==> config.mk <==
export PLATFORM = sky130hd
export DESIGN_NAME = countdownTimer
export DESIGN_NICKNAME = d
export VERILOG_FILES = /design/src/hdl/sdramPkg.sv /design/src/hdl/countdownTimer.sv
export VERILOG_INCLUDE_DIRS = /design/src /design/src/include
export SDC_FILE = /design/constraint.sdc
export NUM_CORES = 1
export LEC_CHECK = 0
export BUFFER_PORTS_ARGS = -buffer_cell sky130_fd_sc_hd__buf_4
export CAP_MARGIN = 15
export CELL_PAD_IN_SITES_DETAIL_PLACEMENT = 1
export CELL_PAD_IN_SITES_GLOBAL_PLACEMENT = 1
export CORE_MARGIN = 8
export CORE_UTILIZATION = 40
export DETAILED_ROUTE_END_ITERATION = 6
export PLACE_DENSITY = 0.76
export SYNTH_ARGS = -nofsm -noshare
export SYNTH_HDL_FRONTEND = slang
export SYNTH_SLANG_ARGS = --single-unit
export TNS_END_PERCENT = 30
==> constraint.sdc <==
create_clock -name Clock -period 2.5 [get_ports Clock]
set_clock_uncertainty 0.15 [all_clocks]
set_input_delay 0.375 -clock Clock [delete_from_list [all_inputs] [get_ports Clock]]
set_output_delay 0.375 -clock Clock [all_outputs]
set_load 0.005 [all_outputs]
==> src/include/sdram_defines.svh <==
`ifndef SDRAM_DEFINES_SVH
`define SDRAM_DEFINES_SVH

//////////////////////////////////////////////////
// SDRAM timing, all counts in 50 MHz clocks
//////////////////////////////////////////////////

`define SDRAM_POWERUP_CYCLES 5000 // 100 us power-up wait
`define SDRAM_REFRESH_CYCLES 375 // 7.5 us between auto refreshes
`define SDRAM_INIT_REFRESHES 8 // auto refreshes during init
`define SDRAM_REFRESH_NOPS 3 // NOPs after each auto refresh (tRC)
`define SDRAM_CAS_LATENCY 2 // must agree with the mode word

//////////////////////////////////////////////////
// mode register and counter geometry
//////////////////////////////////////////////////

// burst length 1, sequential, CL=2, single-location write
`define SDRAM_MODE_WORD 13'h220
`define SDRAM_TIMER_WIDTH 16 // wide enough for the power-up count

`endif

==> src/hdl/sdramPkg.sv <==
`default_nettype none
`include "sdram_defines.svh"

package sdramPkg;

	typedef logic [31:0] cpuAddr_t; // 68000 address bus
	typedef logic [15:0] dramData_t; // one SDRAM word
	typedef logic [12:0] rowAddr_t; // row, or column with A10 on the same pins
	typedef logic [1:0] bankAddr_t; // one of four banks
	typedef logic [`SDRAM_TIMER_WIDTH-1:0] timerCount_t;

	// bit order is CKE, CS_L, RAS_L, CAS_L, WE_L
	typedef enum logic [4:0] {
		powerUp = 5'b00000, // CKE and CS held low
		nop = 5'b10111,
		precharge = 5'b10010, // all banks when A10 is high
		autoRefresh = 5'b10001,
		modeSet = 5'b10000,
		activate = 5'b10011,
		read = 5'b10101, // auto-precharge when A10 is high
		write = 5'b10100
	} sdramCmd_t;

	typedef enum logic [4:0] {
		initLoad, powerWait, initNop, initPrecharge, initPrechargeNop, // power-up
		initRefresh, initRefreshNops, modeLoad, modeNop, // init refreshes and mode
		idle, refreshNop, refreshCmd, refreshNops, // periodic refresh
		writeWait, writeHold, readCmd, casWait, dataPhase // CPU access
	} ctrlState_t;

endpackage

`default_nettype wire

==> src/hdl/countdownTimer.sv <==
`timescale 1ns/1ps
`default_nettype none

module countdownTimer import sdramPkg::*; (
	input wire logic Clock,
	input wire logic Reset_L,
	input wire logic load, // takes loadValue on the next edge
	input wire timerCount_t loadValue,
	input wire logic step, // count enable
	output logic done // high while the count sits at zero
);

	timerCount_t count;

	always_ff @(posedge Clock or negedge Reset_L) begin
		if (!Reset_L) begin
			count <= '0; // starts out done
		end else if (load) begin
			count <= loadValue; // load wins over step
		end else if (step && (count != '0)) begin
			count <= count - 1'b1; // stops at zero
		end
	end

	assign done = (count == '0);

endmodule

`default_nettype wire

# [After elaboration in Yosys (flattened, before gate mapping)]
# Cells that the tools add are included.
# W data, S select, Z words.
[word_totals] reg_bits=16 in_bits=20 output_inout_bits=1 wordCells=8
[op_classes] addsub=1 mux=2 reduce_logical=4
[op_table] operator="$mux W16" count=2
[op_table] operator="$logic_not A16 Y1" count=1
[op_table] operator="$reduce_bool A16 Y1" count=1
[op_table] operator="$sub A16 B1 Y16 const B" count=1
[op_table] operator="$reduce_bool A2 Y1" count=1
[op_table] operator="$logic_and A1 B1 Y1" count=1

# [Depth between registers and ports, before layout]
[logic_depth] word_depth=4 mapped_depth=6 depth_no_buf=6

# [Least setup slack after synthesis]
# No wires, ideal clock.
[synth_timing] path_kind="reg-to-reg" startpoint="register count[0]" endpoint="register count[1]" setup_ns=0.077 arrival_ns=1.996 required_time_ns=2.273 path_slack_ns=0.277 path_stages_with_launch=7 path_buffers=0 synth_period_minus_slack_ns=2.223 path_cell_list="dfrtp_1 -> inv_1 -> ha_1 -> or4b_2 -> o41ai_4 -> mux2_1 -> a21oi_1"
[synth_between] elab_chain_cells=3 elab_cells_between_ends=6 classes_between="add/sub (1); mux (2); reduce/logical (3)"
[synth_rtl] item="start, declared" line="countdownTimer.sv:13" source="timerCount_t count;"
[synth_rtl] item="start signal, assigned" line="countdownTimer.sv:19" source="count <= loadValue;"
[synth_rtl] item="start signal, assigned" line="countdownTimer.sv:21" source="count <= count - 1'b1;"
[synth_rtl] item="$sub A16 B1 Y16 or $reduce_bool A16 Y1 (tied branches)" line="countdownTimer.sv:21, countdownTimer.sv:20"
[synth_rtl] item="$mux W16 or $logic_and A1 B1 Y1 (tied branches)" line="countdownTimer.sv:20" source="end else if (step && (count != '0)) begin"
[synth_rtl] item="$mux W16 or $reduce_bool A2 Y1 (tied branches)"
# Several ways; a longest one is shown, not always the timed one. The select of a mux whose other input is x is not followed.
# A chain may end at the register's enable or synchronous reset.

# [Worst setup path in the final report]
[layout_timing] startpoint="register count[0]" endpoint="output port done"
[layout_between] elab_chain_cells=1
[layout_rtl] item="$logic_not A16 Y1" line="countdownTimer.sv:25" source="assign done = (count == '0);"
[layout_rtl] item="end, declared" line="countdownTimer.sv:10" source="output logic done"
# Every way passes these cells.

==> impl_results.rst <==
.. list-table::
   :header-rows: 1

   * - Metric
     - Value
   * - Fraction of layout cells with a size suffix above 1
     - 26.8%
   * - DPL Wire Length
     - 2460 µm
   * - Port bufs
     - 20
   * - Mux cell area share after synthesis
     - 2.94%
   * - Leakage component of the power
     - 0.567 nW
   * - Post-synthesis sequential area ratio
     - 37.6%
   * - CTS tree
     - built
   * - Power density relative to cell area
     - 492 nW/µm²
   * - Number of distinct standard cells referenced by the synthesized netlist
     - 35
   * - Clock share of power
     - 28.2%
   * - Yosys top cell area share
     - 37.6%
   * - Max reg flops
     - 16
   * - Initial cell density of the core
     - 42.5%
   * - RR Startpoint
     - count[0]
   * - Total Routed Length
     - 3380 µm
   * - Crit path DAT
     - 1.88 ns
   * - Die outline area
     - 4570 µm²
   * - Post-Syn Nets
     - 145
   * - Warning count from the yosys run
     - 0
   * - Clock Latency Late Sink
     - about 0.3 ns
   * - Clock-pin slew on the worst setup and hold paths
     - 0.11 ns
   * - Launching element of the worst setup path
     - count[0]
   * - Final critical-path required period
     - 2.40 ns
   * - Number of enable flip-flop cells after synthesis
     - 0
   * - Simple-gate portion of the synthesized area
     - around a third
   * - Crit end category
     - output port
   * - Sum Neg Setup Slack
     - 0 ns
   * - Registers with the most flip-flops
     - count: 16 flops
   * - Synth top cells by count
     - dfrtp_1, nand2_1, nor2_1, a21oi_1
   * - Slowest cell on the critical path
     - dfrtp_1
   * - Highest attainable clock frequency
     - 416 MHz
   * - Run status
     - completed
   * - Die height
     - roughly 68 µm
   * - Depth of the most critical reg-to-reg path
     - 6
   * - Via count of the first global-routing pass
     - 1170
   * - Switching part of the total power
     - roughly 32%
   * - Biggest area consumer among synthesized cells
     - dfrtp_1
   * - Final hold viol count
     - 0
   * - Number of antenna diodes
     - 0
   * - Critical path, cell by cell
     - inv_1 -> ha_2 -> nor4b_1 -> nand4_1 -> inv_1 -> buf_4
   * - Largest register by flop count
     - count
   * - Critical path peak fanout
     - 4
   * - Combined global-route utilization of all metal layers
     - 16.4%
   * - Number of nets at the end of the flow
     - 175
   * - Maximum number of pins on one net before global-route repair
     - 19
   * - First-pass GRT wire length
     - ~5700 µm
   * - GRT Residual Overflow
     - 0
   * - Share of the synthesized area in compound gates (AO/OA/AOI/OAI)
     - 19.5%
   * - Total standard cell area after synthesis
     - 1060 µm²
   * - Area delta synth->final
     - 27.1%
   * - Worst setup path endpoint
     - done
   * - Top FF cell, synth
     - dfrtp_1
   * - Kind of path behind the tightest hold check
     - in -> reg
   * - Chip width
     - 67.6 µm
   * - Power dissipated by switching net loads
     - 0.213 mW
   * - Transition time at the pin with the least slew margin
     - between 0.4 and 0.5 ns
   * - Final setup violation count
     - 0
   * - Delay of the slowest critical-path stage
     - 0.42 ns
   * - Start-to-end type of the worst setup path
     - reg -> out
   * - Post-route ant nets
     - 0
   * - DR iter-0 viols
     - 63
   * - Required arrival time at the worst endpoint
     - 1.98 ns
   * - First-pass iteration count of the detailed router
     - 4
   * - Reg-to-reg setup timing slack
     - 0.11 ns
   * - Leading cell type by number of instances after synthesis
     - dfrtp_1
   * - Worst Setup Start Kind
     - flop
   * - Internal power
     - 0.451 mW
   * - Cell Rows
     - 18
   * - Placer's final routability congestion estimate
     - 0.808
   * - CTS sink count
     - 16
   * - Flop and latch count out of synthesis
     - 16
   * - CORE AREA
     - 2500 µm²
   * - XOR/XNOR share of the synthesized area
     - 0.824%
   * - WL/cell
     - roughly 18 µm
   * - Buffer type at the clock tree root
     - clkbuf_4
   * - Leading post-synthesis cells by cell area
     - dfrtp_1, nand2_1, nor2_1
   * - Sequential fraction of design power
     - 48.1%
   * - Post-route DRC violation count
     - 0
   * - Worst rel slew slack
     - approximately two thirds
   * - Number of maximum-capacitance violations
     - 0
   * - Maximum level of the CTS H-tree
     - 1
   * - Worst-case clock buffer depth
     - 2
   * - Synthesized area divided by synthesized cell count
     - 8.58 µm²
   * - Total via count in the routed design
     - 1097
   * - Initial antenna violation count
     - 0
   * - Power share of the combinational group
     - 23.7%
   * - Max rail drop VDD
     - 0.313 mV
   * - Number of buffers created by CTS
     - 3
   * - Share of synthesized cell area in full adder, half adder and majority cells
     - 1.18%
   * - Endpoint of the worst register-to-register path
     - count[1]
   * - Largest family of logic cells by synthesized area
     - simple AND/OR/NAND/NOR gates
   * - Number of standard cells after synthesis
     - 124
   * - Mean number of vias per cell
     - 5.99
   * - Async set-or-reset flop fraction in the synthesized netlist
     - 100%
   * - Final Max Tran Viols
     - 0
   * - Count of pins on the block boundary
     - 21
   * - Tcrit/Tclk final
     - 96.2%
   * - Most prevalent standard cell on the critical path
     - inv_1
   * - Fin Hold WS
     - around 0.12 ns
==> per-stage QoR <==
step	cells	power [mW]	area, µm²	setup WS, ns	utilization [%]
6_report	183	0.664	1350	0.0959	54.1
3_5_place_dp	177	0.472	1280	0.0821	51.4
2_1_floorplan	124	0.400	1060	0.277	-
5_1_grt	183	0.702	1350	-0.0258	54.1
4_1_cts	182	0.658	1330	0.0403	53.3
3_3_place_gp	177	0.460	1280	0.226	51.4
==> cells by family (layout without fill, tap and decap cells) <==
family,count (synthesis),after routing
DFF,16,16
xor gates and xnor gates,1,1
AOI/OAI and AO/OA,31,31
muxes,3,3
buffers and inverters,10,39
and+or+nand+nor,62,62
adders and majority gates,1,1
==> worst min-delay path by stage <==
stage / to / cells after the start / start
after global routing: count[14] / 3 / loadValue[14]
after global placement: count[12] / 1 / Reset_L
after detailed placement: count[11] / 1 / Reset_L
after CTS: count[14] / 3 / loadValue[14]
after floorplan: count[0] / 0 / Reset_L
final: count[14] / 3 / loadValue[14]
==> repair_timing <==
action | CTS | global route
hold endpoints to repair | 16 | 0
resized for setup | 0 | 4
setup endpoints to repair | 0 | 2
buffers inserted | 0 | 1
hold buffers | 1 | 0
==> critical path, delay by kind of cell, from the launching register on <==
family	cells	cell delay (ns)
simple gates	2	0.61
flops	1	0.42
buf+inv	3	0.33
fa+ha+maj	1	0.21
==> placed cells by master (no fill, tap or decap), types with 2 or more instances in the layout <==
master    Yosys  final
or4_1         5      5
a21oi_1       7      7
o41ai_1       2      2
clkbuf_4      0      3
or3_1         3      3
nand4_1       3      3
o21ai_0       4      4
buf_4         0     29
mux2i_1       2      2
nand3_1       2      2
a31oi_1       6      6
dfrtp_1      16     16
nor2b_1       3      3
nor2_1       13     13
nor4_1        3      2
nand4b_1      3      3
nor4_2        1      2
o21ai_1       6      6
nand2_1      13     13
nor3_1        4      4
inv_1         5      5
nor4b_1       2      2
and2_1        3      3
o31ai_1       2      2
==> power by group through the flow <==
| stage | logic, mW | registers (mW) | clock network, mW |
|---|---|---|---|
| 4_1_cts | 0.154 | 0.317 | 0.187 |
| 3_3_place_gp | 0.141 | 0.319 | 0 |
| 2_1_floorplan | 0.0861 | 0.314 | 0 |
| 5_1_grt | 0.177 | 0.324 | 0.202 |
| 3_5_place_dp | 0.151 | 0.322 | 0 |
| 6_report | 0.158 | 0.319 | 0.187 |
==> area by class of cell <==
type	instances	area [µm²]
sequential	16	400
timing repair buffer	30	228
inverter	5	18.8
multi-input combinational	98	631
tap	30	37.5
fill	313	1150
clock buffer	4	36.3
==> per-layer routing <==
| metal | global-route usage [%] | part of all wire (%) | vias to the layer above |
|---|---|---|---|
| met5 | 0 | 0 | - |
| met4 | 6.79 | 1.4 | 0 |
| met3 | 3.31 | 3.0 | 6 |
| met2 | 28.3 | 51 | 18 |
| met1 | 19.1 | 45 | 549 |
| li1 | - | - | 524 |
Note: power is estimated with default switching activity, not from simulation.
