[config.mk]
export PLATFORM = sky130hd
export DESIGN_NAME = dramSequencer_flat
export DESIGN_NICKNAME = d
export VERILOG_FILES = /design/src/hdl/sdramPkg.sv /design/src/hdl/sdramCmdIf.sv /design/src/hdl/dramSequencer.sv /design/src/flat_wrapper.sv
export VERILOG_INCLUDE_DIRS = /design/src /design/src/include
export SDC_FILE = /design/constraint.sdc
export NUM_CORES = 1
export LEC_CHECK = 0
export ABC_AREA = 1
export BUFFER_PORTS_ARGS = -buffer_cell sky130_fd_sc_hd__buf_2
export CAP_MARGIN = 10
export CORE_MARGIN = 2
export CORE_UTILIZATION = 41
export DETAILED_ROUTE_END_ITERATION = 6
export PLACE_DENSITY = 0.95
export REMOVE_ABC_BUFFERS = 1
export SKIP_CTS_REPAIR_TIMING = 1
export SLEW_MARGIN = 30
export SYNTH_ARGS = -nofsm -noshare
export SYNTH_HDL_FRONTEND = slang
export SYNTH_SLANG_ARGS = --single-unit
export TNS_END_PERCENT = 10
[constraint.sdc]
create_clock -name Clock -period 4.3 [get_ports Clock]
set_clock_uncertainty 0.1 [all_clocks]
set_input_delay 0.86 -clock Clock [delete_from_list [all_inputs] [get_ports Clock]]
set_output_delay 0.86 -clock Clock [all_outputs]
set_load 0.03 [all_outputs]
[src/include/sdram_defines.svh]
`ifndef SDRAM_DEFINES_SVH
`define SDRAM_DEFINES_SVH

//////////////////////////////////////////////////
// SDRAM timing, all counts in 50 MHz clocks
//////////////////////////////////////////////////

`define SDRAM_POWERUP_CYCLES 5000 // 100 us power-up wait
`define SDRAM_REFRESH_CYCLES 375 // 7.5 us between auto refreshes
`define SDRAM_INIT_REFRESHES 8 // auto refreshes during init
`define SDRAM_REFRESH_NOPS 3 // NOPs after each auto refresh (tRC)
`define SDRAM_CAS_LATENCY 2 // must agree with the mode word

//////////////////////////////////////////////////
// mode register and counter geometry
//////////////////////////////////////////////////

// burst length 1, sequential, CL=2, single-location write
`define SDRAM_MODE_WORD 13'h220
`define SDRAM_TIMER_WIDTH 16 // wide enough for the power-up count

`endif

[src/hdl/sdramPkg.sv]
`default_nettype none
`include "sdram_defines.svh"

package sdramPkg;

	typedef logic [31:0] cpuAddr_t; // 68000 address bus
	typedef logic [15:0] dramData_t; // one SDRAM word
	typedef logic [12:0] rowAddr_t; // row, or column with A10 on the same pins
	typedef logic [1:0] bankAddr_t; // one of four banks
	typedef logic [`SDRAM_TIMER_WIDTH-1:0] timerCount_t;

	// bit order is CKE, CS_L, RAS_L, CAS_L, WE_L
	typedef enum logic [4:0] {
		powerUp = 5'b00000, // CKE and CS held low
		nop = 5'b10111,
		precharge = 5'b10010, // all banks when A10 is high
		autoRefresh = 5'b10001,
		modeSet = 5'b10000,
		activate = 5'b10011,
		read = 5'b10101, // auto-precharge when A10 is high
		write = 5'b10100
	} sdramCmd_t;

	typedef enum logic [4:0] {
		initLoad, powerWait, initNop, initPrecharge, initPrechargeNop, // power-up
		initRefresh, initRefreshNops, modeLoad, modeNop, // init refreshes and mode
		idle, refreshNop, refreshCmd, refreshNops, // periodic refresh
		writeWait, writeHold, readCmd, casWait, dataPhase // CPU access
	} ctrlState_t;

endpackage

`default_nettype wire

[src/hdl/sdramCmdIf.sv]
`timescale 1ns/1ps
`default_nettype none

interface sdramCmdIf import sdramPkg::*; ();

	sdramCmd_t cmd; // command for the next pin cycle
	rowAddr_t addr; // row, column or mode word
	bankAddr_t bank;
	dramData_t writeData; // word for DQ during a write
	logic driveDq; // enables the DQ drivers
	logic latchRead; // one-cycle pulse, catch DQ on the next falling edge
	logic cpuDtack; // active low
	logic cpuReset; // active low

	modport sequencer (
		output cmd, addr, bank, writeData, driveDq, latchRead, cpuDtack, cpuReset
	);

	modport pins (
		input cmd, addr, bank, writeData, driveDq, latchRead, cpuDtack, cpuReset
	);

endinterface

`default_nettype wire

[src/hdl/dramSequencer.sv]
`timescale 1ns/1ps
`default_nettype none
`include "sdram_defines.svh"

module dramSequencer import sdramPkg::*; (
	input wire logic Clock,
	input wire logic Reset_L,
	input wire cpuAddr_t address,
	input wire dramData_t dataIn,
	input wire logic uds, // active low strobes from the CPU
	input wire logic lds,
	input wire logic dramSelect,
	input wire logic writeEnable,
	input wire logic addrStrobe,
	output logic phaseLoad, // power-up and CAS wait timer
	output timerCount_t phaseValue,
	output logic phaseStep,
	output logic refreshLoad, // refresh interval timer
	output timerCount_t refreshValue,
	output logic refreshStep,
	output logic loopLoad, // init refresh counter
	output timerCount_t loopValue,
	output logic loopStep,
	input wire logic phaseDone,
	input wire logic refreshDone,
	input wire logic loopDone,
	sdramCmdIf.sequencer cmdIf
);

	localparam rowAddr_t allBanksA10 = 13'h0400; // A10 alone, precharge all

	ctrlState_t state, stateNext;
	logic [1:0] nopCount, nopCountNext; // NOPs left after an auto refresh
	rowAddr_t colAddr; // column with auto-precharge
	logic strobeLow; // either data strobe asserted

	assign colAddr = {2'b00, 1'b1, address[10:1]};
	assign strobeLow = !uds || !lds;

	assign phaseStep = (state == powerWait) || (state == casWait); // counts only while waited on
	assign refreshStep = 1'b1; // interval runs free, reloaded per refresh

	always_ff @(posedge Clock or negedge Reset_L) begin
		if (!Reset_L) begin
			state <= initLoad;
			nopCount <= '0;
		end else begin
			state <= stateNext;
			nopCount <= nopCountNext;
		end
	end

	//////////////////////////////////////////////////
	// next state and pin decisions
	//////////////////////////////////////////////////

	always_comb begin
		stateNext = state;
		nopCountNext = nopCount;
		cmdIf.cmd = nop;
		cmdIf.addr = '0;
		cmdIf.bank = '0;
		cmdIf.writeData = '0;
		cmdIf.driveDq = 1'b0; // DQ tristated unless writing
		cmdIf.latchRead = 1'b0;
		cmdIf.cpuDtack = 1'b1;
		cmdIf.cpuReset = 1'b0; // CPU held in reset until idle
		phaseLoad = 1'b0;
		phaseValue = '0;
		refreshLoad = 1'b0;
		refreshValue = '0;
		loopLoad = 1'b0;
		loopValue = '0;
		loopStep = 1'b0;
		case (state)
			initLoad: begin
				cmdIf.cmd = powerUp;
				phaseLoad = 1'b1;
				phaseValue = timerCount_t'(`SDRAM_POWERUP_CYCLES);
				stateNext = powerWait;
			end
			powerWait: begin
				cmdIf.cmd = powerUp; // CKE and CS low for the whole wait
				if (phaseDone) stateNext = initNop;
			end
			initNop: stateNext = initPrecharge; // first NOP with CKE high
			initPrecharge: begin
				cmdIf.cmd = precharge;
				cmdIf.addr = allBanksA10;
				stateNext = initPrechargeNop;
			end
			initPrechargeNop: begin
				loopLoad = 1'b1;
				loopValue = timerCount_t'(`SDRAM_INIT_REFRESHES);
				stateNext = initRefresh;
			end
			initRefresh: begin
				cmdIf.cmd = autoRefresh;
				loopStep = 1'b1; // one refresh counted off
				nopCountNext = 2'(`SDRAM_REFRESH_NOPS - 1);
				stateNext = initRefreshNops;
			end
			initRefreshNops: begin
				nopCountNext = nopCount - 2'd1;
				if (nopCount == '0) stateNext = loopDone ? modeLoad : initRefresh;
			end
			modeLoad: begin
				cmdIf.cmd = modeSet;
				cmdIf.addr = `SDRAM_MODE_WORD; // bank bits stay zero
				stateNext = modeNop;
			end
			modeNop: begin
				refreshLoad = 1'b1; // first interval starts here
				refreshValue = timerCount_t'(`SDRAM_REFRESH_CYCLES);
				stateNext = idle;
			end
			idle: begin
				cmdIf.cpuReset = 1'b1;
				if (refreshDone) begin // refresh beats a waiting CPU cycle
					cmdIf.cmd = precharge;
					cmdIf.addr = allBanksA10;
					refreshLoad = 1'b1;
					refreshValue = timerCount_t'(`SDRAM_REFRESH_CYCLES);
					stateNext = refreshNop;
				end else if (!addrStrobe && !dramSelect) begin
					cmdIf.cmd = activate;
					cmdIf.addr = address[23:11]; // row
					cmdIf.bank = address[25:24];
					stateNext = writeEnable ? readCmd : writeWait;
				end
			end
			refreshNop: begin
				cmdIf.cpuReset = 1'b1;
				stateNext = refreshCmd;
			end
			refreshCmd: begin
				cmdIf.cpuReset = 1'b1;
				cmdIf.cmd = autoRefresh;
				nopCountNext = 2'(`SDRAM_REFRESH_NOPS - 1);
				stateNext = refreshNops;
			end
			refreshNops: begin
				cmdIf.cpuReset = 1'b1;
				nopCountNext = nopCount - 2'd1;
				if (nopCount == '0) stateNext = idle;
			end
			writeWait: begin
				cmdIf.cpuReset = 1'b1;
				if (strobeLow) begin // data on the bus now
					cmdIf.cmd = write;
					cmdIf.addr = colAddr;
					cmdIf.bank = address[25:24];
					cmdIf.writeData = dataIn;
					cmdIf.driveDq = 1'b1;
					cmdIf.cpuDtack = 1'b0;
					stateNext = writeHold;
				end
			end
			writeHold: begin
				cmdIf.cpuReset = 1'b1;
				cmdIf.writeData = dataIn; // second cycle of DQ drive
				cmdIf.driveDq = 1'b1;
				cmdIf.cpuDtack = 1'b0;
				stateNext = dataPhase;
			end
			readCmd: begin
				cmdIf.cpuReset = 1'b1;
				cmdIf.cmd = read;
				cmdIf.addr = colAddr;
				cmdIf.bank = address[25:24];
				phaseLoad = 1'b1;
				phaseValue = timerCount_t'(`SDRAM_CAS_LATENCY - 1); // pins add one cycle
				stateNext = casWait;
			end
			casWait: begin
				cmdIf.cpuReset = 1'b1;
				if (phaseDone) begin
					cmdIf.latchRead = 1'b1; // DQ caught on the next falling edge
					stateNext = dataPhase;
				end
			end
			dataPhase: begin
				cmdIf.cpuReset = 1'b1;
				if (strobeLow) cmdIf.cpuDtack = 1'b0; // hold until both strobes rise
				else stateNext = idle;
			end
			default: stateNext = initLoad;
		endcase
	end

endmodule

`default_nettype wire

[src/flat_wrapper.sv]
// flat-port wrapper written by rule: the top's interface ports become plain ports
module dramSequencer_flat import sdramPkg::*;
  (Clock, Reset_L, address, dataIn, uds, lds, dramSelect, writeEnable, addrStrobe, phaseLoad, phaseValue, phaseStep, refreshLoad, refreshValue, refreshStep, loopLoad, loopValue, loopStep, phaseDone, refreshDone, loopDone, cmdIf_cmd, cmdIf_addr, cmdIf_bank, cmdIf_writeData, cmdIf_driveDq, cmdIf_latchRead, cmdIf_cpuDtack, cmdIf_cpuReset);
  sdramCmdIf cmdIf_i ();
  input wire logic Clock;
  input wire logic Reset_L;
  input wire cpuAddr_t address;
  input wire dramData_t dataIn;
  input wire logic uds;
  input wire logic lds;
  input wire logic dramSelect;
  input wire logic writeEnable;
  input wire logic addrStrobe;
  output logic phaseLoad;
  output timerCount_t phaseValue;
  output logic phaseStep;
  output logic refreshLoad;
  output timerCount_t refreshValue;
  output logic refreshStep;
  output logic loopLoad;
  output timerCount_t loopValue;
  output logic loopStep;
  input wire logic phaseDone;
  input wire logic refreshDone;
  input wire logic loopDone;
  output wire logic [$bits(cmdIf_i.cmd)-1:0] cmdIf_cmd;
  output wire logic [$bits(cmdIf_i.addr)-1:0] cmdIf_addr;
  output wire logic [$bits(cmdIf_i.bank)-1:0] cmdIf_bank;
  output wire logic [$bits(cmdIf_i.writeData)-1:0] cmdIf_writeData;
  output wire logic [$bits(cmdIf_i.driveDq)-1:0] cmdIf_driveDq;
  output wire logic [$bits(cmdIf_i.latchRead)-1:0] cmdIf_latchRead;
  output wire logic [$bits(cmdIf_i.cpuDtack)-1:0] cmdIf_cpuDtack;
  output wire logic [$bits(cmdIf_i.cpuReset)-1:0] cmdIf_cpuReset;
  assign cmdIf_cmd = cmdIf_i.cmd;
  assign cmdIf_addr = cmdIf_i.addr;
  assign cmdIf_bank = cmdIf_i.bank;
  assign cmdIf_writeData = cmdIf_i.writeData;
  assign cmdIf_driveDq = cmdIf_i.driveDq;
  assign cmdIf_latchRead = cmdIf_i.latchRead;
  assign cmdIf_cpuDtack = cmdIf_i.cpuDtack;
  assign cmdIf_cpuReset = cmdIf_i.cpuReset;
  dramSequencer u_core (.Clock(Clock), .Reset_L(Reset_L), .address(address), .dataIn(dataIn), .uds(uds), .lds(lds), .dramSelect(dramSelect), .writeEnable(writeEnable), .addrStrobe(addrStrobe), .phaseLoad(phaseLoad), .phaseValue(phaseValue), .phaseStep(phaseStep), .refreshLoad(refreshLoad), .refreshValue(refreshValue), .refreshStep(refreshStep), .loopLoad(loopLoad), .loopValue(loopValue), .loopStep(loopStep), .phaseDone(phaseDone), .refreshDone(refreshDone), .loopDone(loopDone), .cmdIf(cmdIf_i));
endmodule
After elaboration in Yosys (flattened, before gate mapping). Cells that the tools add are included.

Flip-flop bits (word level): 7. Latch bits: 0. Bits in writable memories: 0. Memory bits (read-only): 0. Input bits: 58. Output and inout port bits: 94. Word-level logic and storage cells: 86. Memories: 0.

Add/sub/neg operators: 1. $mul: 0. Div/mod/pow operators: 0. $lt $le $gt $ge: 0. Equal/unequal tests: 24. Shift-type cells: 0. Multiplexer cells: 42. Bitwise operators: 0. Reductions and logical operators: 17.

Operators with widths (number): $pmux W5 S18 (1); $pmux W13 S5 (1); $pmux W16 S2 (2); $mux W5 (9); $eq A5 B4 Y1 const B (8); $pmux W5 S7 (1); $mux W13 (2); $pmux W13 S2 (1); $eq A5 B3 Y1 const B (4); $mux W16 (1); $mux W2 (6); $mux W11 (1); $eq A5 B2 Y1 const B (2); $eq A5 B5 Y1 const B (2); $reduce_or A2 Y1 (5); $mux W1 (9); $mux W9 (1); $reduce_or A9 Y1 (1); $reduce_and A7 Y1 (1); $ne A2 B1 Y1 const B (3); $ne A2 B2 Y1 const B (3); $pmux W1 S2 (3); $pmux W2 S3 (1); $eq A5 B1 Y1 const B (1); 11 further kinds (15).

Longest topological paths before layout.
Depth in word-level cells: 5. Mapped depth: 12. Mapped depth without buffers: 10.

Worst setup path after synthesis. Ideal clock, no wire load.

Kind: input port to output port. Start: input port uds. End: output port cmdIf_writeData[10]. Data arrival time: 1857 ps. Data required time: 3340 ps. Slack: 1483 ps. Stages on the path: 6. Path buffers: 1. Path through: nand2_1 inv_1 o21ai_4 inv_2 buf_6 nor2_2.

Word-level cells in the longest chain between the ends: 4.

RTL lines: start: declaration (line flat_wrapper.sv:9) `input wire logic uds;`; $logic_not A1 Y1 (line dramSequencer.sv:38) `assign strobeLow = !uds || !lds;`; $logic_or A1 B1 Y1 (line dramSequencer.sv:38); $mux W16 (line dramSequencer.sv:149) `if (strobeLow) begin`; $pmux W16 S2 (line dramSequencer.sv:75) `case (state)`; end: declaration (line flat_wrapper.sv:29) `output wire logic [$bits(cmdIf_i.writeData)-1:0] cmdIf_writeData;`.

Every way passes these cells.

Final worst setup path.
Start: register u_core.state[4]. End: output port cmdIf_bank[1].

Word-level cells in the longest chain between the ends: 2. Elaborated cells on any way between the ends: 4. Those cells by class: eq/ne: 3; mux: 1.

RTL lines: start: declaration (line dramSequencer.sv:32) `ctrlState_t state, stateNext;`; start signal: assignment (line dramSequencer.sv:45) `state <= initLoad;`; start signal: assignment (line dramSequencer.sv:48) `state <= stateNext;`; $eq A5 B4 Y1 (line dramSequencer.sv:75); $pmux W2 S3 (*) (line dramSequencer.sv:75); end: declaration (line flat_wrapper.sv:28) `output wire logic [$bits(cmdIf_i.bank)-1:0] cmdIf_bank;`.

Every way passes the cells marked *; elsewhere a longest branch is shown, timed or not.

==> results.tsv <==
metric	value	unit
Synth Instances	284	
share of layout cells above drive strength 1	0.395	
clk sinks	7	
CP Launch Type	flop	
Worst Path Required	3.34	ns
CP Max Fanout	12	
Syn Std Cell Area	1650	um2
Sw Ratio	0.652	
nets@finish	435	
critical path endpoint category	output pin	
Syn Area/Cell	5.82	um2
area of the multi-input gates	1000	um2
Area growth, synth to finish	20.6	%
DR DRC count	0	
most used flip-flop cell after synthesis	dfrtp_1	
TNS Setup	0	ns
first-pass GRT wire length	5810	um
Die Y-Extent	67.5	um
status	finished, final reports clean	
synth top area cells	buf_4 22%, nand2_1 18%, dfrtp_1 11%	
Synth Register Bits	7	
Die W	67.5	um
Routed Wire Length	4190	um
Tot GR Track Use	0.162	
RSZ-0062 raised after global routing	false	
fmax	328	MHz
Max-Cap Viols	0	
top-area cell type share of the netlist area	0.223	
Seq/Total Area, Yosys	0.106	
CTS Buf Count	3	
Static Leak	1.43	nW
Slew Limit Fails	0	
TritonCTS clock tree	yes	
DR WL/cell	9.85	um
CTS clk-pin slew, worst paths	0.04	ns
die area	4550	um2
setup violation total in the final timing report	0	
DR vias	1839	
Tcrit/Tclk final	0.709	
row cnt	23	
sequential power share	0.124	
Max VDD drop	0.000391	V
IO buf count	108	
Final Total Pwr	1.15	mW
Crit Path Class	reg2out	
ys async rst share	1.00	
hpwl dp	3640	um
FILL cells	408	
top-count cell post-synth	nand2_1	
iteration-0 DRC count of the detailed router	71	
Cell Pwr Density	578	nW/um2
largest area contributor in the netlist	buf_4	
GPL Wtd Cong	0.845	
H-tree Lvls	1	
GRT Residual Overflow	0	
Fin. Hold Viols	0	
Core ar.	3940	um2
Final min period	3.05	ns
pin count of the biggest net entering global routing	17	
Starting Density	0.419	
internal power	401	uW
initial antenna violation count	0	
most frequent cells after synthesis	80 x nand2_1, 49 x buf_4, 36 x inv_1	
min-delay worst type	in2async	
drt via density	4.33	
final core utilization	0.505	
via count of the first global-routing pass	1423	
Post-synth EDFFs	0	
Syn. warnings	0	
clock share of power	0.079	
CTS max path bufs	2	
1st-pass router iterations	4	
post-synthesis cell type count	27	
switching pwr	750	uW
Seq. cell area	175	um2
clock root buffer	clkbuf_8	
Ant. Diodes	0	
io pins	152	
worst skew pair latency	0.22	ns
Post-DRT Antenna Nets	0	
combinational fraction of design power	0.798	
Arr. time, crit path	2.09	ns
-- cells in the final DEF (no fill, tap or decap), types with 2 or more instances in the layout --
master and n:
nor2_4 3, nor3_1 2, conb_1 36, nand2_1 80, dfrtp_1 7, nor2_1 31, inv_1 36, buf_2 108
nand4_1 5, inv_2 6, nand3_1 21, nor2_2 14, nand3b_1 2, nand2_2 5, clkbuf_8 3, nand3_2 4
-- routing by layer --
layer	routed length, um	up-vias	global-route usage
met4	16	0	0.0459
li1	-	959	-
met1	1600	783	0.189
met3	392	2	0.0117
met5	0	-	0
met2	2170	95	0.313
-- per-stage QoR --
step | setup WS, ns | cell area (um2) | hold WS, ns | cells
floorplan | 0.676 | 1340 | 0.342 | 263
global route | 1.09 | 1990 | 0.358 | 425
global placement | 1.32 | 1950 | 0.356 | 421
CTS | 1.25 | 1990 | 0.349 | 425
finish | 1.25 | 1990 | 0.353 | 425
detailed placement | 1.29 | 1950 | 0.365 | 421
-- layout make-up --
cell class,instances,area share
multi-input cells,213,0.503
repair buffers,108,0.271
flip-flops and latches,7,0.0879
inverters,43,0.0835
well taps,50,0.0314
clock buffers,4,0.0226
-- state kept, by name (all words and copies together), names as in the netlist --
| signal | count |
|---|---|
| u_core.state | 5 |
| u_core.nopCount | 2 |
-- path summary, 6_finish.rpt --
| check | start | to | slack [ns] | depth (start not counted) |
|---|---|---|---|---|
| setup / recovery | u_core.state[4] | cmdIf_bank[1] | 1.25 | 8 |
| hold / removal | Reset_L | u_core.state[2] | 0.35 | 1 |
| setup reg to reg | u_core.state[4] | u_core.state[1] | 2.48 | 7 |
| hold reg to reg | u_core.nopCount[0] | u_core.nopCount[0] | 0.37 | 2 |
| max in group asynchronous | Reset_L | u_core.nopCount[1] | 3.60 | 1 |
| min in group Clock | u_core.nopCount[0] | u_core.nopCount[0] | 0.37 | 2 |
-- power by group through the flow --
stage | Combinational (mW) | Sequential (mW) | Clock (mW)
after floorplan | 0.686 | 0.131 | 0
after global placement | 0.903 | 0.141 | 0
after detailed placement | 0.917 | 0.142 | 0
after CTS | 0.920 | 0.141 | 0.0943
after global routing | 1.00 | 0.148 | 0.0984
final | 0.918 | 0.142 | 0.0906
-- critical path, cell delays in order, from the launching register on --
cell and delay, ns:
dfrtp_1 0.48, inv_2 0.25, nand3_1 0.18, nor3_2 0.24
nand2_1 0.15, inv_2 0.17, nor2_1 0.07, nor2_1 0.10
buf_2 0.20
-- cells by family (layout without fill, tap and decap cells) --
| kind of cell | Yosys count | in the layout | share of synthesized area |
|---|---|---|---|
| and+or+nand+nor | 169 | 169 | 0.483 |
| other | 2 | 36 | 0.00455 |
| DFF | 7 | 7 | 0.106 |
| AOI/OAI and AO/OA | 7 | 7 | 0.0341 |
| adders and majority gates | 1 | 1 | 0.00757 |
| buffers and inverters | 98 | 155 | 0.364 |
Power figures use the tool's default switching activity.
